### src/design/retire_isa_pkg.sv
package retire_isa_pkg;

    ////////////////////////////////////////////////////////////////////////////
    // Execution unit classes
    ////////////////////////////////////////////////////////////////////////////

    // Upper three bits of every operation code select one of these
    typedef enum logic [2:0] {
        ALU_UNIT    = 3'b000,
        BRANCH_UNIT = 3'b001,
        MEMORY_UNIT = 3'b010,
        SYSTEM_UNIT = 3'b011
    } exec_unit_e;

    ////////////////////////////////////////////////////////////////////////////
    // Operation codes seen by retire
    ////////////////////////////////////////////////////////////////////////////

    typedef enum logic [5:0] {
        // ALU unit
        NOP    = 6'b000_000,
        ADD    = 6'b000_001,
        // Branch unit
        BRANCH = 6'b001_000,
        // Memory unit, loads first and stores after
        LB     = 6'b010_000,
        LBU    = 6'b010_001,
        LH     = 6'b010_010,
        LHU    = 6'b010_011,
        LW     = 6'b010_100,
        SB     = 6'b010_101,
        SH     = 6'b010_110,
        SW     = 6'b010_111,
        // System unit
        ECALL  = 6'b011_000,
        EBREAK = 6'b011_001,
        MRET   = 6'b011_010
    } instr_op_e;

    ////////////////////////////////////////////////////////////////////////////
    // Trap causes, numbered as in mcause
    ////////////////////////////////////////////////////////////////////////////

    typedef enum logic [3:0] {
        NE                  = 4'd0,   // No exception
        ILLEGAL_INSTRUCTION = 4'd2,
        BREAKPOINT          = 4'd3,
        ECALL_FROM_MMODE    = 4'd11
    } exc_code_e;

    // Unit class of an operation, taken from its top bits
    function automatic exec_unit_e unit_of(input instr_op_e op);
        return exec_unit_e'(op[5:3]);
    endfunction

endpackage

### src/design/retire_bus_pkg.sv
package retire_bus_pkg;

    import retire_isa_pkg::*;

    ////////////////////////////////////////////////////////////////////////////
    // Instruction handed over by execute
    ////////////////////////////////////////////////////////////////////////////

    typedef struct packed {
        logic        valid;        // One-cycle strobe, no back-pressure
        logic [31:0] instruction;  // Raw encoding
        logic [31:0] pc;           // Also the fall-through target on a bad prediction
        logic [31:0] result;       // ALU result or store data
        logic [31:0] addr_target;  // Memory address or branch target
        instr_op_e   op;
        logic        reg_write;    // Execute wants a register write
        logic        illegal;      // Decode flagged the encoding
        logic [3:0]  byte_enable;  // Nonzero for stores
        logic        jump_taken;   // Branch unit outcome
        logic        predicted;    // Fetch already followed the branch
    } retire_in_t;

    ////////////////////////////////////////////////////////////////////////////
    // Retire effects
    ////////////////////////////////////////////////////////////////////////////

    // Register bank write port
    typedef struct packed {
        logic        enable;
        logic [31:0] data;
    } regbank_wb_t;

    // Store request to data memory
    typedef struct packed {
        logic [3:0]  byte_enable;  // All zero means no store
        logic [31:0] address;
        logic [31:0] data;
    } mem_write_t;

    // Fetch redirect
    typedef struct packed {
        logic        jump;
        logic [31:0] target;
    } redirect_t;

    // Privileged events for the CSR side
    typedef struct packed {
        logic      raise_exception;
        exc_code_e code;
        logic      machine_return;
        logic      interrupt_ack;
    } trap_t;

endpackage

### src/design/load_align.sv
`timescale 1ns/1ps

module load_align
    import retire_isa_pkg::*;
(
    input  instr_op_e   op_i,         // Operation of the retiring instruction
    input  logic [1:0]  addr_lo_i,    // Byte offset inside the word
    input  logic [31:0] mem_data_i,   // Full word returned by memory
    output logic [31:0] load_data_o   // Aligned and extended value
);

    logic [7:0]  byte_sel;
    logic [15:0] half_sel;

    ////////////////////////////////////////////////////////////////////////////
    // Lane selection
    ////////////////////////////////////////////////////////////////////////////

    // Little endian, offset 0 is the low byte
    always_comb begin
        case (addr_lo_i)
            2'b11:   byte_sel = mem_data_i[31:24];
            2'b10:   byte_sel = mem_data_i[23:16];
            2'b01:   byte_sel = mem_data_i[15:8];
            default: byte_sel = mem_data_i[7:0];
        endcase
    end

    // Halfword picked by bit 1 only, bit 0 is assumed aligned
    assign half_sel = addr_lo_i[1] ? mem_data_i[31:16] : mem_data_i[15:0];

    ////////////////////////////////////////////////////////////////////////////
    // Extension
    ////////////////////////////////////////////////////////////////////////////

    always_comb begin
        case (op_i)
            LB: begin
                load_data_o = {{24{byte_sel[7]}}, byte_sel};   // Sign from bit 7
            end
            LBU: begin
                load_data_o = {24'h000000, byte_sel};
            end
            LH: begin
                load_data_o = {{16{half_sel[15]}}, half_sel};  // Sign from bit 15
            end
            LHU: begin
                load_data_o = {16'h0000, half_sel};
            end
            default: begin
                // LW and everything else see the raw word
                load_data_o = mem_data_i;
            end
        endcase
    end

endmodule

### src/design/trap_decode.sv
`timescale 1ns/1ps

module trap_decode
    import retire_isa_pkg::*;
    import retire_bus_pkg::*;
(
    input  instr_op_e op_i,           // Operation of the retiring instruction
    input  logic      illegal_i,      // Decode marked it illegal
    input  logic      irq_pending_i,  // Interrupt controller has something waiting
    output trap_t     trap_o          // Not yet gated by the kill
);

    ////////////////////////////////////////////////////////////////////////////
    // Priority chain
    ////////////////////////////////////////////////////////////////////////////

    // Synchronous exceptions of the instruction itself come first,
    // the interrupt is only taken on an instruction that traps on nothing
    always_comb begin
        // Quiet default
        trap_o.raise_exception = 1'b0;
        trap_o.code            = NE;
        trap_o.machine_return  = 1'b0;
        trap_o.interrupt_ack   = 1'b0;

        if (illegal_i) begin
            // Wins over whatever op decode produced
            trap_o.raise_exception = 1'b1;
            trap_o.code            = ILLEGAL_INSTRUCTION;
        end
        else if (op_i == ECALL) begin
            trap_o.raise_exception = 1'b1;
            trap_o.code            = ECALL_FROM_MMODE;   // Only M-mode in this core
        end
        else if (op_i == EBREAK) begin
            trap_o.raise_exception = 1'b1;
            trap_o.code            = BREAKPOINT;
        end
        else if (op_i == MRET) begin
            trap_o.machine_return  = 1'b1;               // No cause code for a return
        end
        else if (irq_pending_i) begin
            trap_o.interrupt_ack   = 1'b1;
        end
    end

    ////////////////////////////////////////////////////////////////////////////
    // Checks
    ////////////////////////////////////////////////////////////////////////////

    // CSR side handles one privileged event per instruction
    always_comb begin
        assert final ($onehot0({trap_o.raise_exception,
                                trap_o.machine_return,
                                trap_o.interrupt_ack}))
        else $error("trap_decode: more than one privileged event at once");
    end

endmodule

### src/design/retire_ctrl.sv
`timescale 1ns/1ps

module retire_ctrl
    import retire_isa_pkg::*;
    import retire_bus_pkg::*;
#(
    parameter int TAG_WIDTH = 3
) (
    input  logic                 clk,
    input  logic                 reset,
    input  retire_in_t           ret_i,        // Instruction from execute
    input  logic [TAG_WIDTH-1:0] tag_i,        // Tag the instruction was issued under
    input  logic [31:0]          load_data_i,  // From load_align
    input  trap_t                trap_raw_i,   // From trap_decode, not yet gated
    output regbank_wb_t          wb_o,
    output mem_write_t           mem_o,
    output redirect_t            redirect_o,
    output trap_t                trap_o,
    output logic                 killed_o,     // Valid but issued under a stale tag
    output logic [TAG_WIDTH-1:0] tag_o         // Current retire tag
);

    logic [TAG_WIDTH-1:0] tag_q;
    logic                 live;      // Valid and on the current path
    logic                 advance;   // Path changes so the tag steps

    ////////////////////////////////////////////////////////////////////////////
    // Tag and kill
    ////////////////////////////////////////////////////////////////////////////

    assign tag_o    = tag_q;
    assign live     = ret_i.valid && (tag_i == tag_q);
    assign killed_o = ret_i.valid && (tag_i != tag_q);

    // Every change of control flow opens a new path
    assign advance = redirect_o.jump | trap_o.raise_exception
                   | trap_o.machine_return | trap_o.interrupt_ack;

    always_ff @(posedge clk) begin
        if (reset) begin
            tag_q <= '0;
        end
        else if (advance) begin
            tag_q <= tag_q + 1'b1;   // Wraps at TAG_WIDTH
        end
    end

    ////////////////////////////////////////////////////////////////////////////
    // Writeback and store
    ////////////////////////////////////////////////////////////////////////////

    assign wb_o.enable = live && ret_i.reg_write;
    assign wb_o.data   = (unit_of(ret_i.op) == MEMORY_UNIT) ? load_data_i : ret_i.result;

    always_comb begin
        mem_o = '0;
        if (live && ret_i.byte_enable != 4'b0000) begin
            mem_o.byte_enable = ret_i.byte_enable;
            mem_o.address     = ret_i.addr_target;
            mem_o.data        = ret_i.result;      // Store data rides on result
        end
    end

    ////////////////////////////////////////////////////////////////////////////
    // Redirect and trap gating
    ////////////////////////////////////////////////////////////////////////////

    always_comb begin
        redirect_o = '0;
        if (live && ret_i.jump_taken && !ret_i.predicted) begin
            redirect_o.jump   = 1'b1;              // Missed a taken branch
            redirect_o.target = ret_i.addr_target;
        end
        else if (live && !ret_i.jump_taken && ret_i.predicted) begin
            redirect_o.jump   = 1'b1;              // Followed a branch that falls through
            redirect_o.target = ret_i.pc;
        end
    end

    assign trap_o = live ? trap_raw_i : '0;        // All-zero is NE with no events

    ////////////////////////////////////////////////////////////////////////////
    // Checks
    ////////////////////////////////////////////////////////////////////////////

    // Stale instructions leave no trace anywhere
    a_killed_silent: assert property (@(posedge clk) disable iff (reset)
        killed_o |-> !(wb_o.enable || mem_o.byte_enable != 4'b0000 || advance))
    else $error("retire_ctrl: killed instruction produced an effect");

    a_tag_hold: assert property (@(posedge clk) disable iff (reset)
        !advance |=> $stable(tag_o))
    else $error("retire_ctrl: tag moved without redirect or trap");

endmodule

### src/design/retire_top.sv
`timescale 1ns/1ps

module retire_top
    import retire_bus_pkg::*;
#(
    parameter int TAG_WIDTH = 3
) (
    input  logic                 clk,
    input  logic                 reset,
    // Execute stage
    input  retire_in_t           ret_i,
    input  logic [TAG_WIDTH-1:0] tag_i,
    // Data memory read, combinational for ret_i.addr_target
    input  logic [31:0]          mem_data_i,
    // Interrupt controller
    input  logic                 irq_pending_i,
    // Retire effects
    output regbank_wb_t          wb_o,
    output mem_write_t           mem_o,
    output redirect_t            redirect_o,
    output trap_t                trap_o,
    output logic                 killed_o,
    output logic [TAG_WIDTH-1:0] tag_o
);

    logic [31:0] load_data;   // Aligned load value
    trap_t       trap_raw;    // Trap decision before kill gating

    ////////////////////////////////////////////////////////////////////////////
    // Decoders
    ////////////////////////////////////////////////////////////////////////////

    load_align load_align_i (
        .op_i        (ret_i.op),
        .addr_lo_i   (ret_i.addr_target[1:0]),
        .mem_data_i  (mem_data_i),
        .load_data_o (load_data)
    );

    trap_decode trap_decode_i (
        .op_i          (ret_i.op),
        .illegal_i     (ret_i.illegal),
        .irq_pending_i (irq_pending_i),
        .trap_o        (trap_raw)
    );

    ////////////////////////////////////////////////////////////////////////////
    // Controller
    ////////////////////////////////////////////////////////////////////////////

    retire_ctrl #(
        .TAG_WIDTH (TAG_WIDTH)
    ) retire_ctrl_i (
        .clk         (clk),
        .reset       (reset),
        .ret_i       (ret_i),
        .tag_i       (tag_i),
        .load_data_i (load_data),
        .trap_raw_i  (trap_raw),
        .wb_o        (wb_o),
        .mem_o       (mem_o),
        .redirect_o  (redirect_o),
        .trap_o      (trap_o),
        .killed_o    (killed_o),
        .tag_o       (tag_o)
    );

endmodule

### config.mk
export PLATFORM = sky130hd
export DESIGN_NAME = retire_top
export DESIGN_NICKNAME = d
export VERILOG_FILES = /design/src/design/retire_isa_pkg.sv /design/src/design/retire_bus_pkg.sv /design/src/design/load_align.sv /design/src/design/trap_decode.sv /design/src/design/retire_ctrl.sv /design/src/design/retire_top.sv
export SDC_FILE = /design/constraint.sdc
export NUM_CORES = 1
export LEC_CHECK = 0
export BUFFER_PORTS_ARGS = -buffer_cell sky130_fd_sc_hd__buf_4
export CAP_MARGIN = 10
export CORE_AREA = 2 2 125 127
export DETAILED_ROUTE_END_ITERATION = 7
export DIE_AREA = 0 0 127 129
export GPL_TIMING_DRIVEN = 0
export SYNTH_ARGS = -nofsm -noshare
export SYNTH_HDL_FRONTEND = slang
export SYNTH_HIERARCHICAL = 1
export SYNTH_SLANG_ARGS = --single-unit
### constraint.sdc
create_clock -name clk -period 2.93 [get_ports clk]
set_input_delay 0.586 -clock clk [delete_from_list [all_inputs] [get_ports clk]]
set_output_delay 0.586 -clock clk [all_outputs]
set_load 0.05 [all_outputs]
==> results summary <==
Final hold analysis gives a worst-case slack of ~0.53 ns. In the final routed layout, each cell accounts on average for 16.8 um. In this run the number of H-tree levels came out at 1. The required time of the worst setup path is ~2.3 ns. After synthesis, the cell types taking the most area are and2_1 19%, mux2_2 18%, a22oi_1 9.5%. The worst IR drop on VDD came out at approximately 0.00037 V.

The class of the worst hold path is flip-flop to flip-flop. The die covers between 0.015 and 0.02 sq mm. The detail-routed via count per cell came out at about 4.5. The flow ran to the end, and the final reports show no timing, DRC or antenna violations. The number of routed nets with antenna violations came out at 0. The relative slew slack is 62.2%. The power density normalized to cell area came out at about 200 mW/mm^2.

The area share of the largest cell type after synthesis came out at 18.7%. TritonCTS built the clock tree. The initial cell density of the core came out at around 17%. Along the worst path, the maximum fanout reaches 10.

The number of global-route vias before repair came to between 3000 and 4000. The area occupied by registers came out at 60.1 sq um. The fraction of the cycle the final worst path needs is 96.6%. The worst-case clock skew is 0.0000634 ns.

The utilization of the core after routing is roughly 35%. The filler-free cell count of the finished design came out at ~860. The number of flip-flops in the largest register came out at 3.

The post-layout net count came out at roughly 860. The total number of yosys warnings came out at 6. The overall die height is 129 um.

The relative area change from synthesis to final layout came out at 97.7%. The number of failing hold endpoints at the final stage is 0. The register bit count reported by yosys came out at 3. The worst setup path category is primary input to output port. The antenna diode count came out at 0. The die is approximately 130 um wide.

The overall routed net length is roughly 14000 um. The share of the yosys chip area belonging to registers is between 2 and 2.5%. The number of top-level pins is about 330. The cell area after synthesis is ~0.0026 sq mm. Setup repair after global routing left no endpoint under its margin. The tree built by TritonCTS fans out to 3 sinks. Entering global routing, the biggest net connects 11 pins.

The initial antenna violation count came out at 0. The worst setup path is captured at an output port. After clock tree synthesis, the clock-pin slew on the worst setup and hold paths is about 0.030 ns. The number of max-capacitance violations reported came out at 0. and2_1 takes more of the synthesized area than any other cell. Setup violations remaining at the end of the flow were counted as 0. The placeable core region came out at between 0.01 and 0.015 sq mm. The global-route wire length before repair came out at between 20000 and 25000 um. For this run the aggregate overflow at the end of global routing stands at 0. The async set-or-reset flop fraction in the synthesized netlist came out at 0%. The total vias in the final route is between 3000 and 4000. Cells with a size suffix above 1 make up between 50% and 60% of the layout. The count of different cell masters after synthesis came out at 47.

The number of fill cells is 1666. In the routed design, unresolved DRC markers number 0. In the synthesized netlist the dominant register cell turns out to be dfxtp_1. The number of max-slew violations in the final report is 0. The smallest clock period supported by the final layout is computed as 2.83 ns. The data arrival time at the worst-slack endpoint is ~2.2 ns. The design draws between 1 and 1.5 mW. In the post-synthesis netlist, the cell with the most instances is and2_1. The number of flops mapped to enable cells by yosys came out at 0. TritonCTS created 3 clock buffers. The number of placement rows came out at 45. The type of element launching the critical path is a primary input. The maximum root-to-sink buffer count is 2. The post-synth net total is around 560. The number of detailed-route iterations in the first pass is 5.

The number of cells in the design after placement came out at about 860. In this run, the number of DRC markers left after iteration 0 of detailed routing was 245. The count of buffers added on input and output ports is 292.

The synthesized area per cell is roughly 7 sq um. The clock root buffer is clkbuf_16. The cell count after synthesis came out at 375. The clock latency on the worst-skew pair is about 0.22 ns.

The number of hold-repair buffers added at the cts stage is 0. The area occupied by multi-input gates came out at between 0.002 and 0.0025 sq mm. The timing-limited maximum frequency came out at 0.353 GHz. For this run, the total global-route usage over all layers was measured as roughly 16%. Summed over all nets, the half-perimeter wirelength after detailed placement is 12300 um. The leakage power is approximately 2.6 nW. In the synthesized netlist, the cells that appear most often are 78 x and2_1, 63 x nor2_1, 41 x mux2_2. The global placement routability congestion is about 0.85. For the pin with the worst max-slew slack, the measured transition is around 0.56 ns.
==> cell usage in the layout, fill, tap and decap left out, types with 5 or more instances in the layout <==
master      n
buf_4     302
and2_1     78
nor2_1     63
mux2_2     40
a22oi_1    32
a21oi_1    17
mux2i_1    16
buf_2      12
clkbuf_1   11
inv_1      11
o21ai_1    10
nor2b_1     7
a22o_1      7
a222oi_1    7
nand2_1     7
clkbuf_2    5
==> per-stage QoR <==
| stage | TNS (ns) | area (sq um) | setup slack, ns |
|---|---|---|---|
| final | 0 | 5170 | 0.100 |
| after global routing | 0 | 5170 | 0.00800 |
| after CTS | 0 | 5140 | 0.00162 |
| after detailed placement | -0.345 | 5040 | -0.0422 |
| after global placement | -0.172 | 5040 | -0.0272 |
| after floorplan | 0 | 2610 | 0.272 |
==> routing by layer <==
layer  part of all wire [%]  GRT usage, %
met1                     46          23.8
met2                     48          26.0
met3                    5.2          1.70
met4                   0.21          1.03
met5                      0             0
==> worst paths after layout <==
check / from / end / slack [ns] / cells after the start
setup / recovery: ret_i[15] / wb_o[5] / 0.10 / 7
hold / removal: retire_ctrl_i/tag_o[1] / retire_ctrl_i/tag_o[1] / 0.53 / 2
setup reg to reg: retire_ctrl_i/tag_o[1] / retire_ctrl_i/tag_o[2] / 1.25 / 5
hold reg to reg: retire_ctrl_i/tag_o[1] / retire_ctrl_i/tag_o[1] / 0.53 / 2
==> logic make-up (layout without fill, tap and decap cells) <==
family / count (synthesis) / after routing / synth area share [%]
AO/OA/AOI/OAI: 87 / 87 / 24.7
XOR/XNOR: 3 / 3 / 1.01
adder cells (fa/ha/maj): 1 / 1 / 0.479
buffers and inverters: 49 / 348 / 9.09
flip-flops: 3 / 3 / 2.30
multiplexers: 59 / 59 / 25.2
other: 1 / 1 / 0.143
AND/OR/NAND/NOR: 172 / 172 / 37.0
==> worst max-delay path, stage by stage <==
cell and delay, ns:
buf_4 0.13, buf_2 0.16, clkbuf_4 0.21, and3_2 0.28, a222oi_1 0.45, mux2_4 0.23
buf_4 0.19
==> cell type report <==
class	count	area share (%)
Clock buffer	4	1.53
Multi-Input combinational cell	323	45.1
Buffer	37	3.90
Tap cell	188	4.55
Sequential cell	3	1.16
Inverter	11	0.799
Timing Repair Buffer	296	43.0
==> repair_timing <==
item                                    in CTS  in global routing
setup buffers                                2                  2
cloned                                       0                  0
pin swaps                                    1                  3
gates resized for setup                      2                  8
endpoints found under the setup margin      19                 46
==> report_power, final <==
part	switching [mW]	total [mW]	internal, mW
Clock	0.0344	0.214	0.179
Combinational	0.440	0.772	0.332
Sequential	0.000862	0.0426	0.0417
(Power assumes the default switching activity.)
